File: src/hw/arbiter_pkg.sv
// Shared sizes, records and scheduler states for the 4x4 cell arbiter
// ROWS and COLS must be powers of two matching ROW_W and COL_W
// FIFO_DEPTH must be a power of two so the queue pointers wrap on their own
package arbiter_pkg;

    localparam int ROWS        = 4;        // Grid rows
    localparam int COLS        = 4;        // Grid columns
    localparam int ROW_W       = 2;        // Row index width
    localparam int COL_W       = 2;        // Column index width

    localparam int FIFO_DEPTH  = 4;        // Grant queue entries, also scheduler credits
    localparam int OUT_CREDITS = 2;        // Credits toward the outside consumer
    localparam int PTR_W       = 2;        // Queue pointer width
    localparam int CNT_W       = 3;        // Counter width, holds 0 to FIFO_DEPTH

    // Request event naming one cell
    typedef struct packed {
        logic [ROW_W-1:0] row;
        logic [COL_W-1:0] col;
    } req_t;

    // Granted cell, also used for pending clears
    typedef struct packed {
        logic [ROW_W-1:0] row;
        logic [COL_W-1:0] col;
    } grant_t;

    // Scheduler FSM states
    typedef enum logic [1:0] {
        SCHED_IDLE         = 2'd0,         // Nothing pending
        SCHED_ROW_SELECT   = 2'd1,         // One cycle, row arbiter advances
        SCHED_COLUMN_GRANT = 2'd2          // Column arbiter serves the held row
    } sched_state_t;

endpackage

File: src/hw/cell_arbiter_top.sv
// 4x4 cell arbiter, request matrix feeding a scheduler and a credited grant queue
// One grant per cycle at most, latency varies with load and output credits
// The outside consumer must return one credit_i pulse per grant_valid_o
`timescale 1ns/1ps

module cell_arbiter_top
(
    input  logic                clk_i,
    input  logic                reset_i,
    input  logic                req_valid_i,     // One-cycle request event
    input  arbiter_pkg::req_t   req_i,
    input  logic                credit_i,        // One-cycle credit return
    output logic                grant_valid_o,   // One-cycle grant pulse
    output arbiter_pkg::grant_t grant_o
);

    logic [arbiter_pkg::ROWS-1:0][arbiter_pkg::COLS-1:0] pending;
    logic                clear_valid;
    arbiter_pkg::grant_t clear_cell;
    logic                push_valid;
    arbiter_pkg::grant_t push_grant;
    logic                fifo_credit;

    request_matrix u_matrix
    (
        .clk_i         (clk_i),
        .reset_i       (reset_i),
        .req_valid_i   (req_valid_i),
        .req_i         (req_i),
        .clear_valid_i (clear_valid),
        .clear_cell_i  (clear_cell),
        .pending_o     (pending)
    );

    grant_scheduler u_sched
    (
        .clk_i         (clk_i),
        .reset_i       (reset_i),
        .pending_i     (pending),
        .fifo_credit_i (fifo_credit),
        .clear_valid_o (clear_valid),
        .clear_cell_o  (clear_cell),
        .push_valid_o  (push_valid),
        .push_grant_o  (push_grant)
    );

    grant_fifo u_fifo
    (
        .clk_i         (clk_i),
        .reset_i       (reset_i),
        .push_valid_i  (push_valid),
        .push_grant_i  (push_grant),
        .credit_i      (credit_i),
        .fifo_credit_o (fifo_credit),
        .grant_valid_o (grant_valid_o),
        .grant_o       (grant_o)
    );

endmodule

File: src/hw/grant_fifo.sv
// Grant queue, circular buffer of FIFO_DEPTH entries
// Pops only while an output credit is held, returns a scheduler credit per pop
// grant_valid_o and grant_o are registered, one cycle behind the pop
`timescale 1ns/1ps

module grant_fifo
(
    input  logic                clk_i,
    input  logic                reset_i,
    input  logic                push_valid_i,
    input  arbiter_pkg::grant_t push_grant_i,
    input  logic                credit_i,        // Output credit back from consumer
    output logic                fifo_credit_o,   // Credit back to scheduler
    output logic                grant_valid_o,
    output arbiter_pkg::grant_t grant_o
);

    arbiter_pkg::grant_t mem [arbiter_pkg::FIFO_DEPTH];

    logic [arbiter_pkg::PTR_W-1:0] wr_ptr_q;
    logic [arbiter_pkg::PTR_W-1:0] rd_ptr_q;
    logic [arbiter_pkg::CNT_W-1:0] count_q;            // Entries held
    logic [arbiter_pkg::CNT_W-1:0] out_cred_q;         // Credits toward consumer
    logic [arbiter_pkg::CNT_W-1:0] push_cnt;
    logic [arbiter_pkg::CNT_W-1:0] pop_cnt;
    logic [arbiter_pkg::CNT_W-1:0] ret_cnt;
    logic                          pop;

    assign pop      = (count_q != '0) && (out_cred_q != '0);
    assign push_cnt = {{(arbiter_pkg::CNT_W-1){1'b0}}, push_valid_i};
    assign pop_cnt  = {{(arbiter_pkg::CNT_W-1){1'b0}}, pop};
    assign ret_cnt  = {{(arbiter_pkg::CNT_W-1){1'b0}}, credit_i};

    assign fifo_credit_o = pop;                          // Freed slot goes back at once

    always_ff @(posedge clk_i or posedge reset_i)
    begin
        if (reset_i)
        begin
            wr_ptr_q      <= '0;
            rd_ptr_q      <= '0;
            count_q       <= '0;
            out_cred_q    <= arbiter_pkg::CNT_W'(arbiter_pkg::OUT_CREDITS);
            grant_valid_o <= 1'b0;
        end
        else
        begin
            if (push_valid_i)
            begin
                wr_ptr_q <= wr_ptr_q + 1'b1;             // Wraps at FIFO_DEPTH
            end
            if (pop)
            begin
                rd_ptr_q <= rd_ptr_q + 1'b1;
            end
            count_q       <= count_q + push_cnt - pop_cnt;
            out_cred_q    <= out_cred_q - pop_cnt + ret_cnt;
            grant_valid_o <= pop;                        // One pulse per delivered grant
        end
    end

    // Storage and output payload
    always_ff @(posedge clk_i)
    begin
        if (push_valid_i)
        begin
            mem[wr_ptr_q] <= push_grant_i;
        end
        if (pop)
        begin
            grant_o <= mem[rd_ptr_q];
        end
    end

    // Scheduler credits should make this impossible
    a_no_overflow: assert property (@(posedge clk_i) disable iff (reset_i)
        push_valid_i |-> (count_q != arbiter_pkg::CNT_W'(arbiter_pkg::FIFO_DEPTH)))
        else $error("Push into a full grant queue");

endmodule

File: src/hw/grant_scheduler.sv
// Producer side, walks rows then columns and pushes one grant per cycle at most
// Holds FIFO_DEPTH credits toward the grant queue, one spent per push
// A registered column grant clears and pushes on the next edge
`timescale 1ns/1ps

module grant_scheduler
(
    input  logic                                             clk_i,
    input  logic                                             reset_i,
    input  logic [arbiter_pkg::ROWS-1:0][arbiter_pkg::COLS-1:0] pending_i,
    input  logic                                             fifo_credit_i, // Queue popped
    output logic                                             clear_valid_o,
    output arbiter_pkg::grant_t                              clear_cell_o,
    output logic                                             push_valid_o,
    output arbiter_pkg::grant_t                              push_grant_o
);

    arbiter_pkg::sched_state_t state_q, state_d;

    logic [arbiter_pkg::CNT_W-1:0] credit_q;
    logic [arbiter_pkg::CNT_W-1:0] push_cnt;            // Credit spent this cycle
    logic [arbiter_pkg::CNT_W-1:0] ret_cnt;             // Credit returned this cycle
    logic [arbiter_pkg::ROWS-1:0]  row_req;             // Rows with any pending cell
    logic [arbiter_pkg::ROWS-1:0]  row_onehot;
    logic [arbiter_pkg::ROW_W-1:0] row_sel;
    logic [arbiter_pkg::COLS-1:0]  col_gnt;
    logic [arbiter_pkg::COL_W-1:0] col_idx;
    logic [arbiter_pkg::COLS-1:0]  row_left;            // Held row minus grant in flight
    logic                          others_pending;
    logic                          row_advance;
    logic                          col_enable;

    always_comb
    begin
        for (int r = 0; r < arbiter_pkg::ROWS; r++)
        begin
            row_req[r] = |pending_i[r];
        end
    end

    assign row_onehot     = {{(arbiter_pkg::ROWS-1){1'b0}}, 1'b1} << row_sel;
    assign row_left       = pending_i[row_sel] & ~col_gnt;
    assign others_pending = |(row_req & ~row_onehot);

    assign push_cnt = {{(arbiter_pkg::CNT_W-1){1'b0}}, push_valid_o};
    assign ret_cnt  = {{(arbiter_pkg::CNT_W-1){1'b0}}, fifo_credit_i};

    assign row_advance = (state_q == arbiter_pkg::SCHED_ROW_SELECT);
    // Keep a credit back for the grant already in flight
    assign col_enable  = (state_q == arbiter_pkg::SCHED_COLUMN_GRANT) && (credit_q > push_cnt);

    x_roundrobin u_x_rr
    (
        .clk_i     (clk_i),
        .reset_i   (reset_i),
        .advance_i (row_advance),
        .row_req_i (row_req),
        .row_o     (row_sel)                            // Held row
    );

    y_roundrobin u_y_rr
    (
        .clk_i    (clk_i),
        .reset_i  (reset_i),
        .enable_i (col_enable),
        .req_i    (pending_i[row_sel]),
        .gnt_o    (col_gnt),
        .yadd_o   (col_idx)
    );

    always_comb
    begin
        state_d = state_q;
        case (state_q)
            arbiter_pkg::SCHED_IDLE:
            begin
                if (|row_req)
                begin
                    state_d = arbiter_pkg::SCHED_ROW_SELECT;
                end
            end
            arbiter_pkg::SCHED_ROW_SELECT:
            begin
                state_d = arbiter_pkg::SCHED_COLUMN_GRANT; // Row registered this edge
            end
            arbiter_pkg::SCHED_COLUMN_GRANT:
            begin
                if (!(|row_left))
                begin
                    state_d = others_pending ? arbiter_pkg::SCHED_ROW_SELECT
                                             : arbiter_pkg::SCHED_IDLE;
                end
            end
            default:
            begin
                state_d = arbiter_pkg::SCHED_IDLE;
            end
        endcase
    end

    always_ff @(posedge clk_i or posedge reset_i)
    begin
        if (reset_i)
        begin
            state_q  <= arbiter_pkg::SCHED_IDLE;
            credit_q <= arbiter_pkg::CNT_W'(arbiter_pkg::FIFO_DEPTH);
        end
        else
        begin
            state_q  <= state_d;
            credit_q <= credit_q - push_cnt + ret_cnt;
        end
    end

    // Grant record straight from the registered column grant
    assign push_valid_o     = |col_gnt;
    assign push_grant_o.row = row_sel;
    assign push_grant_o.col = col_idx;
    assign clear_valid_o    = push_valid_o;
    assign clear_cell_o     = push_grant_o;

    a_push_credit: assert property (@(posedge clk_i) disable iff (reset_i)
        push_valid_o |-> (credit_q != '0))
        else $error("Push without a queue credit");

endmodule

File: src/hw/request_matrix.sv
// Pending flag per grid cell
// Duplicate requests merge into the existing flag
// A clear beats a set to the same cell in the same cycle
`timescale 1ns/1ps

module request_matrix
(
    input  logic                                             clk_i,
    input  logic                                             reset_i,
    input  logic                                             req_valid_i,   // Request event
    input  arbiter_pkg::req_t                                req_i,
    input  logic                                             clear_valid_i, // Grant clear
    input  arbiter_pkg::grant_t                              clear_cell_i,
    output logic [arbiter_pkg::ROWS-1:0][arbiter_pkg::COLS-1:0] pending_o
);

    logic [arbiter_pkg::ROWS-1:0][arbiter_pkg::COLS-1:0] pending_q;

    always_ff @(posedge clk_i or posedge reset_i)
    begin
        if (reset_i)
        begin
            pending_q <= '0;
        end
        else
        begin
            if (req_valid_i)
            begin
                pending_q[req_i.row][req_i.col] <= 1'b1;
            end
            // Later assignment so the clear takes priority
            if (clear_valid_i)
            begin
                pending_q[clear_cell_i.row][clear_cell_i.col] <= 1'b0;
            end
        end
    end

    assign pending_o = pending_q;

    // Scheduler must only clear cells it saw pending
    a_clear_pending: assert property (@(posedge clk_i) disable iff (reset_i)
        clear_valid_i |-> pending_q[clear_cell_i.row][clear_cell_i.col])
        else $error("Clear of a cell that is not pending");

endmodule

File: src/hw/x_roundrobin.sv
// Row arbiter, round-robin over rows that hold pending cells
// The chosen row only moves on advance_i and is held otherwise
// Resets to the last row so the first pick is row 0
`timescale 1ns/1ps

module x_roundrobin
(
    input  logic                          clk_i,
    input  logic                          reset_i,
    input  logic                          advance_i,  // Register the next row
    input  logic [arbiter_pkg::ROWS-1:0]  row_req_i,  // One bit per non-empty row
    output logic [arbiter_pkg::ROW_W-1:0] row_o       // Current row
);

    logic [arbiter_pkg::ROW_W-1:0] row_q;
    logic [arbiter_pkg::ROW_W-1:0] row_next;
    logic [arbiter_pkg::ROWS-1:0]  above;               // Requests past the last row
    logic [arbiter_pkg::ROWS-1:0]  cand;                // Set the pick is taken from

    always_comb
    begin
        above = row_req_i;
        for (int r = 0; r < arbiter_pkg::ROWS; r++)
        begin
            if (r <= int'(row_q))
            begin
                above[r] = 1'b0;                        // Drop rows up to the last one
            end
        end
        cand     = (|above) ? above : row_req_i;      // Wrap to lowest pending row
        row_next = row_q;
        for (int r = arbiter_pkg::ROWS - 1; r >= 0; r--)
        begin
            if (cand[r])
            begin
                row_next = r[arbiter_pkg::ROW_W-1:0];   // Lowest set bit wins
            end
        end
    end

    always_ff @(posedge clk_i or posedge reset_i)
    begin
        if (reset_i)
        begin
            row_q <= {arbiter_pkg::ROW_W{1'b1}};        // Last row, next pick wraps to 0
        end
        else if (advance_i && (|row_req_i))
        begin
            row_q <= row_next;
        end
    end

    assign row_o = row_q;

endmodule

File: src/hw/y_roundrobin.sv
// Column arbiter for the selected row with a registered one-hot grant
// Masked round-robin with fallback to the lowest unmasked request
// The grant in flight is excluded since its pending bit clears one edge later
`timescale 1ns/1ps

module y_roundrobin
(
    input  logic                          clk_i,
    input  logic                          reset_i,
    input  logic                          enable_i,   // Low resets mask and grant
    input  logic [arbiter_pkg::COLS-1:0]  req_i,      // Pending bits of the held row
    output logic [arbiter_pkg::COLS-1:0]  gnt_o,      // Registered one-hot grant
    output logic [arbiter_pkg::COL_W-1:0] yadd_o      // Index of gnt_o
);

    logic [arbiter_pkg::COLS-1:0] mask_q;
    logic [arbiter_pkg::COLS-1:0] mask_next;
    logic [arbiter_pkg::COLS-1:0] live_req;           // Requests minus grant in flight
    logic [arbiter_pkg::COLS-1:0] mask_req;
    logic [arbiter_pkg::COLS-1:0] pick_req;
    logic [arbiter_pkg::COLS-1:0] gnt_next;

    assign live_req = req_i & ~gnt_o;
    assign mask_req = live_req & mask_q;
    assign pick_req = (|mask_req) ? mask_req : live_req; // Fallback avoids starving low columns
    assign gnt_next = pick_req & (~pick_req + 1'b1);      // Isolate lowest set bit

    // Mask clears every column up to and including the new grant
    always_comb
    begin
        mask_next = mask_q;                             // No grant keeps the mask
        for (int i = 0; i < arbiter_pkg::COLS; i++)
        begin
            if (gnt_next[i])
            begin
                mask_next = {arbiter_pkg::COLS{1'b1}} << (i + 1);
            end
        end
    end

    always_ff @(posedge clk_i or posedge reset_i)
    begin
        if (reset_i)
        begin
            mask_q <= {arbiter_pkg::COLS{1'b1}};
            gnt_o  <= '0;
        end
        else if (enable_i)
        begin
            mask_q <= mask_next;
            gnt_o  <= gnt_next;
        end
        else
        begin
            mask_q <= {arbiter_pkg::COLS{1'b1}};        // Fresh sweep for the next row
            gnt_o  <= '0;
        end
    end

    // Encode the registered grant
    always_comb
    begin
        yadd_o = '0;
        for (int i = 0; i < arbiter_pkg::COLS; i++)
        begin
            if (gnt_o[i])
            begin
                yadd_o = i[arbiter_pkg::COL_W-1:0];
            end
        end
    end

    // Granted column stays pending until the clear one edge later
    a_gnt_onehot: assert property (@(posedge clk_i) disable iff (reset_i)
        $onehot0(gnt_o) && ((gnt_o & ~req_i) == '0))
        else $error("Column grant is not one-hot or not pending");

endmodule

File: config.mk
export PLATFORM = sky130hd
export DESIGN_NAME = cell_arbiter_top
export DESIGN_NICKNAME = d
export VERILOG_FILES = /design/src/hw/arbiter_pkg.sv /design/src/hw/cell_arbiter_top.sv /design/src/hw/grant_fifo.sv /design/src/hw/grant_scheduler.sv /design/src/hw/request_matrix.sv /design/src/hw/x_roundrobin.sv /design/src/hw/y_roundrobin.sv
export SDC_FILE = /design/constraint.sdc
export NUM_CORES = 1
export LEC_CHECK = 0
export BUFFER_PORTS_ARGS = -buffer_cell sky130_fd_sc_hd__buf_2
export CORE_UTILIZATION = 40
export CTS_BUF_LIST = sky130_fd_sc_hd__clkbuf_8
export CTS_CLUSTER_DIAMETER = 120
export DETAILED_ROUTE_END_ITERATION = 16
export PLACE_DENSITY = 0.58
export SYNTH_ARGS = -nofsm -noshare
export SYNTH_HDL_FRONTEND = slang
export SYNTH_SLANG_ARGS = --single-unit
File: constraint.sdc
create_clock -name clk_i -period 3 [get_ports clk_i]
set_input_delay 0.6 -clock clk_i [delete_from_list [all_inputs] [get_ports clk_i]]
set_output_delay 0.6 -clock clk_i [all_outputs]
set_load 0.02 [all_outputs]
# ---- After elaboration in Yosys (flattened, before gate mapping)
# Memory sizes are Yosys's and may differ from the RTL's. A register that Yosys moved wholly into a read port is not among the register bits.
# Cells that the tools add are included.
# Widths: inputs -> output; s select.
dict set report totals {
  mem_bits_rw 16
  n_memories 1
  ff_bits 42
  wordCells 111
  in_bits 8
  out_inout_bits 5
}
dict set report classes {
  magnitude_cmp 12
  bitwise 10
  eq_ne 5
  n_reduce_logical 23
  add_sub_neg 9
  muxes 36
  shift 1
}
# memory words word_bits read_ports rd_ports_with_merged_regs wr line_no
set mem_list {}
lappend mem_list {u_fifo.mem 4 4 1 1 1 grant_fifo.sv:18} ;# arbiter_pkg::grant_t mem [arbiter_pkg::FIFO_DEPTH];
# operator n
set op_table {}
lappend op_table {{$mux 4} 11}
lappend op_table {{$mux 16} 2}
lappend op_table {{$reduce_or 4->1} 8}
lappend op_table {{$and 16x16->16} 1}
lappend op_table {{$and 4x4->4} 4}
lappend op_table {{$demux 4 s2} 2}
lappend op_table {{$mux 2} 8}
lappend op_table {{$not 16->16} 1}
lappend op_table {{$or 16x16->16} 1}
lappend op_table {{$reduce_or 16->1} 1}
lappend op_table {{$lt 2x3->1 const B} 4}
lappend op_table {{$not 4->4} 3}
lappend op_table {{$add 3x1->3} 3}
lappend op_table {{$mux 1} 9}
lappend op_table {{$sub 3x1->3} 3}
lappend op_table {{$bmux 4 s2} 1}
lappend op_table {{$ge 2x1->1 const B} 4}
lappend op_table {{$logic_and 1x1->1} 7}
lappend op_table {{$pmux 2 s3} 1}
lappend op_table {{$reduce_bool 3->1} 2}
lappend op_table {{$ne 5x5->1 const B} 1}
lappend op_table {{$add 2x1->2 const B} 2}
lappend op_table {{$add 4x1->4 const B} 1}
lappend op_table {{$demux 1 s2} 2}
lappend op_table {{other kinds (12)} 14}

# ---- Logic depth before layout (Yosys ltp)
# Gate-level depths: netlist of the first run.
dict set report logic_depth {
  depth_word 14
  mapped_depth 12
  ltp_nobuf 10
}

# ---- Cells and area by module
# From an unflattened synthesis of the first run, not the netlist that was laid out.
dict set report unflattened {
  cells_unflattened 267
  hier_area_um2 3233.1
}
# mod cells_each area_each_um2 n_inst seq_area_each_um2
set modules_own_cells {}
lappend modules_own_cells {grant_fifo 72 1266.2 1 877.1}
lappend modules_own_cells {request_matrix 69 709.4 1 400.4}
lappend modules_own_cells {grant_scheduler 56 559.3 1 126.4}
lappend modules_own_cells {y_roundrobin 51 528.0 1 205.2}
lappend modules_own_cells {x_roundrobin 19 170.2 1 52.6}

# ---- Worst setup path before layout of the first run
# OpenSTA, ideal clock, no wires.
dict set report synth_timing {
  path_type {register -> register}
  startpoint {register u_sched.u_y_rr.gnt_o[3] (netlist name)}
  endpoint {register u_sched.u_y_rr.mask_q[3] (netlist name)}
  period_less_slack_ns 2.713
  slack_ns 0.287
  required_time_ns 2.912
  stages_incl_launch_ff 11
  setup_time_ns 0.088
  path_buffers 2
  arrival_time_ns 2.625
  path_cell_list {dfrtp_1 > clkbuf_1 > or2_2 > clkbuf_1 > nor3_2 > inv_1 > ha_1 > a221o_1 > a21oi_1 > o21ai_2 > or3_1}
}
dict set report synth_via {
  elab_cells_between_ends 16
  cone_classes {add/sub: 1; order compare: 1; eq/ne: 1; mux: 5; bitwise: 5; reduce/logical: 3}
}
# item line_no
set synth_lines {}
lappend synth_lines {{start, declared} y_roundrobin.sv:12} ;# output logic [arbiter_pkg::COLS-1:0] gnt_o,
lappend synth_lines {{start signal, assigned} y_roundrobin.sv:51} ;# gnt_o <= gnt_next;
lappend synth_lines {{$reduce_or 4->1 *} grant_scheduler.sv:116} ;# assign push_valid_o = |col_gnt;
lappend synth_lines {{via clear_valid} cell_arbiter_top.sv:18} ;# logic clear_valid;
lappend synth_lines {{$gt 3x1->1 *} grant_scheduler.sv:50} ;# assign col_enable = (state_q == arbiter_pkg::SCHED_COLUMN_GRANT) && (credit_q > push_cnt);
lappend synth_lines {{$logic_and 1x1->1 *} grant_scheduler.sv:50}
lappend synth_lines {{$ne 5x5->1 (no line) or $mux 4 (tied branches)} --}
lappend synth_lines {{end signal, assigned} y_roundrobin.sv:45} ;# mask_q <= {arbiter_pkg::COLS{1'b1}};
lappend synth_lines {{end signal, assigned} y_roundrobin.sv:50} ;# mask_q <= mask_next;
lappend synth_lines {{end signal, assigned} y_roundrobin.sv:55} ;# mask_q <= {arbiter_pkg::COLS{1'b1}};
lappend synth_lines {{end, declared} y_roundrobin.sv:16} ;# logic [arbiter_pkg::COLS-1:0] mask_q;
# Mark *: on every way through the listed nets, which the timed path passes. The rest lies on a longest branch.
# A chain may end at the register's enable or synchronous reset.

# ---- Worst setup path after layout of the first run
# Same ends and word-level chain as after synthesis.

==> key figures, run 1 <==
Global routing
  – GR Util met2: 26.3%
  – Met3 usage: 6.00%
  – Initial antenna violation count: 0
  – Number of global-route vias before repair: 2020
  – Total track usage: 16.9%
  – Global routing's busiest layer: met2
  – Routing usage on met1: 21.3%
  – GRT Residual Overflow: 0
  – First-pass GRT wire length: 9720 um
  – Largest net degree at the start of global routing: 41

Timing
  – Final Critical Period: 2.54 ns
  – Relative slew slack: 42.3%
  – RSZ-0062 raised after global routing: false
  – Setup violations, final: 0
  – TNS Setup: 0 ns
  – Period utilization: 84.5%
  – Final worst slack: 0.464 ns
  – Fmax: 0.394 GHz
  – Final Hold Vio Count: 0
  – Max-slew violations: 0
  – Post-Route Skew: 0.0124 ns
  – Slew @ Worst Pin: 0.857 ns

Critical path
  – Startpoint types: register
  – RR Startpoint: u_sched.u_y_rr.gnt_o[3]
  – R2r endpoint: u_sched.u_y_rr.mask_q[3]
  – R2r setup slk: 0.46 ns
  – CP Class: reg2reg
  – R2R depth: 8
  – Crit path DAT: 2.80 ns
  – CP Capture Type: register
  – Critical path required time: 3.26 ns
  – Worst Path Max Fanout: 10

Power
  – Register share of total power: 48.4%
  – Net load switching power: 0.000803 W
  – Power density over the cells: 698 nW/um2
  – Cell Int Power: 0.00156 W
  – Total Power: 0.00236 W
  – Pleak: 1.37 nW
  – Logic gate share of total power: 24.5%
  – Clock share of power: 27.1%
  – Worst VDD drop: 0.000376 V
  – Net Sw Frac: 34.0%

Logic synthesis
  – Mapped Area: 3030 um2
  – Share of synthesized cell area in and, or, nand and nor gates: 11.6%
  – Mux contribution to synthesized area: 6.56%
  – FF+latch count, synth: 62
  – Post-Synth XOR/XNOR Area: 2.31%
  – Largest family of logic cells by synthesized area: compound AO/OA/AOI/OAI gates
  – Synth Flop Type: dfrtp_1
  – Register area share after synthesis: 54.8%
  – Netlist cell types: 49
  – Syn Area/Cell: 12.0 um2
  – Adder-cell share of the synthesized area: 6.93%
  – FFs w/ async S/R, synth: 67.7%
  – Post-synthesis compound-gate area fraction: 13.6%
  – Number of flops mapped to enable cells by yosys: 20
  – Synth warn: 0
  – Syn Nets: 275
  – Cells after Synth: 252

Die
  – Initial Util: 41.6%
  – Die span in y: 89.1 um
  – Row count: 31
  – Die width: 89.1 um
  – Die area: 7930 um2
  – CORE AREA: 7290 um2
  – Io pins: 13

Layout
  – FILL cells: 693
  – Inserted Diodes: 0
  – Most frequent cells in the layout: dfrtp_1, a21oi_1, inv_1
  – FF/Latch Area: 1660 um2
  – Fin cells: 376
  – Most common library cell in the layout ignoring fill and taps: dfrtp_1
  – Layout cells sized above 1: 21.3%
  – Multi-input logic area: 1240 um2
  – Nets: 295
  – Synth-to-Final Area Change: 11.5%

Placed design
  – Placed insts: 360
  – GPL Wtd Cong: 0.877
  – Setup WS pre-CTS: 0.467 ns
  – # port buffers: 12
  – DP Wirelength: 4040 um

CTS
  – CTS Buf Count: 9
  – # H-tree levels: 3
  – Postcts setup bufs: 0
  – Clk sink count: 62
  – Root Driver: clkbuf_8
  – # resized after CTS: 0
  – CTS clk-pin slew, worst paths: 0.08 ns
  – CTS tree: yes
  – Worst skew pair latency: 0.35 ns
  – Clk buf depth: 2
  – Hold Buf Count CTS: 0

Drt
  – Final WL: 5700 um
  – Number of DRC markers in iteration 0: 80
  – Vias: 1986
  – DRT Pass-1 Iters: 4
  – Final antenna-violating net count: 0
  – Residual DRC: 0
  – Routed vias/inst: 5.28
  – Drt wl/cell: 15.2 um

Run status
  – Status: finished clean

Worst hold path
  – Hold crit path type: in2async

Flow run
  – Max cap viols: 0
-- metrics by stage --
step	instance area [um2]	hold slack [ns]	util, %
finish	3380	0.100	46.4
global route	3380	0.0982	46.4
CTS	3380	0.0918	46.4
detailed placement	3210	0.467	44.0
global placement	3210	0.463	44.0
floorplan	3030	0.447	-
-- worst max-delay path, cell delays in order (launching register included) --
cell and delay (ns):
dfrtp_1 0.48, or2_2 0.39, nor3_2 0.14, inv_1 0.08, ha_1 0.27, a221o_1 0.36, a21oi_1 0.26, o21ai_2 0.11
or3_1 0.36
-- synthesized netlist by cell type, types with 3 or more instances --
master	instances	area [um2]
mux4_2	6	135
a31oi_1	12	75.1
ha_1	12	150
dfrtp_1	34	851
nor3_1	4	20.0
o21ai_0	3	15.0
xnor2_1	6	52.6
mux2_2	3	33.8
or4_1	3	22.5
fa_1	3	60.1
nor3b_1	3	22.5
nand2_1	7	26.3
edfxtp_1	20	601
dfstp_2	8	210
nand2b_1	3	18.8
a21oi_1	32	160
clkbuf_1	6	22.5
nor2b_1	9	56.3
nor2_1	15	56.3
inv_1	22	82.6
mux2i_1	3	30.0
-- worst max path at each step --
stage	to	slack (ns)	from	depth (start not counted)
floorplan	u_sched.u_y_rr.mask_q[3]	0.29	u_sched.u_y_rr.gnt_o[3]	10
global placement	u_sched.u_y_rr.mask_q[3]	0.53	u_sched.u_y_rr.gnt_o[3]	8
detailed placement	u_sched.u_y_rr.mask_q[3]	0.47	u_sched.u_y_rr.gnt_o[3]	8
CTS	u_sched.u_y_rr.mask_q[3]	0.46	u_sched.u_y_rr.gnt_o[3]	8
global route	u_sched.u_y_rr.mask_q[3]	0.34	u_sched.u_y_rr.gnt_o[3]	8
finish	u_sched.u_y_rr.mask_q[3]	0.46	u_sched.u_y_rr.gnt_o[3]	8
-- area by class of cell --
cell class	count	share of cell area [%]
inverter	22	2.44
clock buffer	9	3.66
sequential	62	49.1
timing repair buffer	17	2.89
multi-input combinational	160	36.8
tap	99	3.66
clock inverter	7	1.41
-- sequential cells by signal (all words and copies together), names as in the netlist, 3 cells and up --
signal and cells:
u_fifo.out_cred_q 3, u_fifo.mem 16, u_matrix.pending_o 16, u_sched.u_y_rr.gnt_o 4, u_sched.credit_q 3, u_fifo.count_q 3
u_fifo.grant_o 4, u_sched.u_y_rr.mask_q 4
-- kinds of logic (layout without fill, tap and decap cells) --
| group | count (synthesis) | after routing |
|---|---|---|
| muxes | 12 | 12 |
| AOI/OAI and AO/OA | 65 | 65 |
| xor gates and xnor gates | 8 | 8 |
| buffers and inverters | 30 | 55 |
| adders and majority gates | 15 | 15 |
| DFF | 62 | 62 |
| and+or+nand+nor | 60 | 60 |
-- power by group through the flow --
stage	combinational (W)	clock, W	sequential (W)
detailed placement	0.000578	0	0.00116
finish	0.000577	0.000640	0.00114
global route	0.000651	0.000705	0.00116
floorplan	0.000544	0	0.00106
CTS	0.000582	0.000663	0.00114
global placement	0.000570	0	0.00115
-- per-layer routing --
metal,part of all wire (%),vias up
met4,2.6,0
li1,-,950
met3,5.3,15
met5,0,-
met1,45,963
met2,47,58
No activity file was read; power rests on OpenSTA's default activity.
==> inputs of run 2 (changes only) <==
==> constraint.sdc (replaced) <==
create_clock -name clk_i -period 2.6 [get_ports clk_i]
set_input_delay 0.52 -clock clk_i [delete_from_list [all_inputs] [get_ports clk_i]]
set_output_delay 0.52 -clock clk_i [all_outputs]
set_load 0.02 [all_outputs]
==> key figures, run 2 (same netlist as run 1, synthesis figures left out) <==
Timing
  – Max-slew violations: 0
  – RSZ-0062 raised after global routing: false
  – Fmax: 0.421 GHz
  – Period utilization: 91.3%
  – Relative slew slack: 39.6%
  – Final Hold Vio Count: 0
  – Slew @ Worst Pin: 0.898 ns
  – Final Critical Period: 2.37 ns
  – Setup violations, final: 0
  – Post-Route Skew: 0.00902 ns
  – Hold Worst Slack: 0.325 ns
  – TNS Setup: 0 ns

Die
  – Die area: 7930 um2
  – Row count: 31
  – Initial Util: 41.6%
  – Die span in y: 89.1 um
  – Io pins: 13
  – Die width: 89.1 um
  – CORE AREA: 7290 um2

CTS
  – Root Driver: clkbuf_8
  – Clk sink count: 62
  – Postcts setup bufs: 0
  – Hold Buf Count CTS: 0
  – CTS clk-pin slew, worst paths: 0.07 ns
  – # resized after CTS: 0
  – # H-tree levels: 3
  – Worst skew pair latency: 0.34 ns
  – Clk buf depth: 2
  – CTS tree: yes
  – CTS Buf Count: 9

Global routing
  – Number of global-route vias before repair: 2052
  – Total track usage: 17.1%
  – Largest net degree at the start of global routing: 43
  – Initial antenna violation count: 0
  – GRT Residual Overflow: 0
  – First-pass GRT wire length: 9920 um

Layout
  – Multi-input logic area: 1250 um2
  – Inserted Diodes: 0
  – Nets: 297
  – FF/Latch Area: 1660 um2
  – FILL cells: 699
  – Most frequent cells in the layout: dfrtp_1, a21oi_1, inv_1
  – Util after Layout: 47.2%
  – Most common library cell in the layout ignoring fill and taps: dfrtp_1
  – Final Cell Area: 3440 um2
  – Synth-to-Final Area Change: 13.4%
  – Layout cells sized above 1: 20.8%

Power
  – Logic gate share of total power: 23.9%
  – Cell Int Power: 0.00198 W
  – Power density over the cells: 836 nW/um2
  – Pleak: 1.41 nW
  – Worst VDD drop: 0.000316 V
  – Register share of total power: 45.4%
  – Net load switching power: 0.000891 W
  – Clock share of power: 30.7%
  – Net Sw Frac: 31.0%

Placed design
  – # port buffers: 12
  – GPL Wtd Cong: 0.854
  – Placed inst area: 3230 um2
  – DP Wirelength: 4200 um

Critical path
  – Worst-path cell chain: or2_2 -> nor3_4 -> inv_1 -> ha_1 -> a221o_1 -> a21oi_2 -> o21ai_2 -> or3_1
  – Startpoint types: register
  – CP startpoint: u_sched.u_y_rr.gnt_o[2]
  – CP bufs+invs: 1
  – Crit path DAT: 2.63 ns
  – Crit path max-delay cell type: dfrtp_1
  – CP Class: reg2reg
  – CP Capture Type: register
  – R2R depth: 8
  – R2r endpoint: u_sched.u_y_rr.mask_q[3]
  – Critical path required time: 2.85 ns
  – RR Startpoint: u_sched.u_y_rr.gnt_o[2]
  – Largest delay share family, worst path: simple AND/OR/NAND/NOR gates
  – R2r setup slk: 0.23 ns
  – Max incr delay on CP: 0.38 ns
  – Worst Path Max Fanout: 7

Drt
  – Final WL: 5780 um
  – DRT Pass-1 Iters: 4
  – Residual DRC: 0
  – Number of DRC markers in iteration 0: 84
  – Drt wl/cell: 15.3 um
  – Final antenna-violating net count: 0
  – Routed vias/inst: 5.24
  – Vias: 1981

Flow run
  – Max cap viols: 0

Worst hold path
  – Hold crit path type: in2async

Run status
  – Status: finished clean
## run 2: how the worst max path moves through the flow
stage	to	slack [ns]	depth (start not counted)
after floorplan	u_sched.u_y_rr.mask_q[3]	0.01	10
after global placement	u_sched.u_y_rr.mask_q[3]	0.26	8
after detailed placement	u_sched.u_y_rr.mask_q[3]	0.21	8
after CTS	u_sched.u_y_rr.mask_q[3]	0.20	8
after global routing	u_sched.u_y_rr.mask_q[3]	0.08	8
final	u_sched.u_y_rr.mask_q[3]	0.23	8
## run 2: area by class of cell
| cell class | count | area share (%) |
|---|---|---|
| inverter | 22 | 2.40 |
| tap | 99 | 3.60 |
| clock inverter | 7 | 2.33 |
| sequential | 62 | 48.3 |
| timing repair buffer | 19 | 3.28 |
| multi-input combinational | 160 | 36.5 |
| clock buffer | 9 | 3.60 |
## run 2: worst reg2reg max path, delay by kind of cell, from the launching register on
kind            cells  cell delay, ns
flops               1            0.38
buf+inv             1            0.08
simple gates        3            0.93
compound gates      3            0.62
fa+ha+maj           1            0.28
## run 2: through the flow
stage,std cells,power (W),setup slack [ns]
floorplan,252,0.00186,0.0119
global placement,362,0.00200,0.259
detailed placement,362,0.00201,0.214
CTS,378,0.00290,0.202
global route,378,0.00305,0.0780
finish,378,0.00288,0.226
## run 2: power by group through the flow
| stage | combinational [W] | sequential [W] | clock [W] |
|---|---|---|---|
| 6_report | 0.000686 | 0.00131 | 0.000884 |
| 5_1_grt | 0.000768 | 0.00133 | 0.000948 |
| 4_1_cts | 0.000688 | 0.00131 | 0.000902 |
| 3_5_place_dp | 0.000684 | 0.00133 | 0 |
| 2_1_floorplan | 0.000630 | 0.00123 | 0 |
| 3_3_place_gp | 0.000671 | 0.00132 | 0 |
## run 2: per-layer routing
metal	routed length, um	track usage, %	part of all wire [%]	vias to the layer above
li1	-	-	-	953
met1	2780	22.8	48	982
met2	2670	26.4	46	32
met3	177	4.52	3.1	14
met4	152	7.36	2.6	0
met5	0	0	0	-
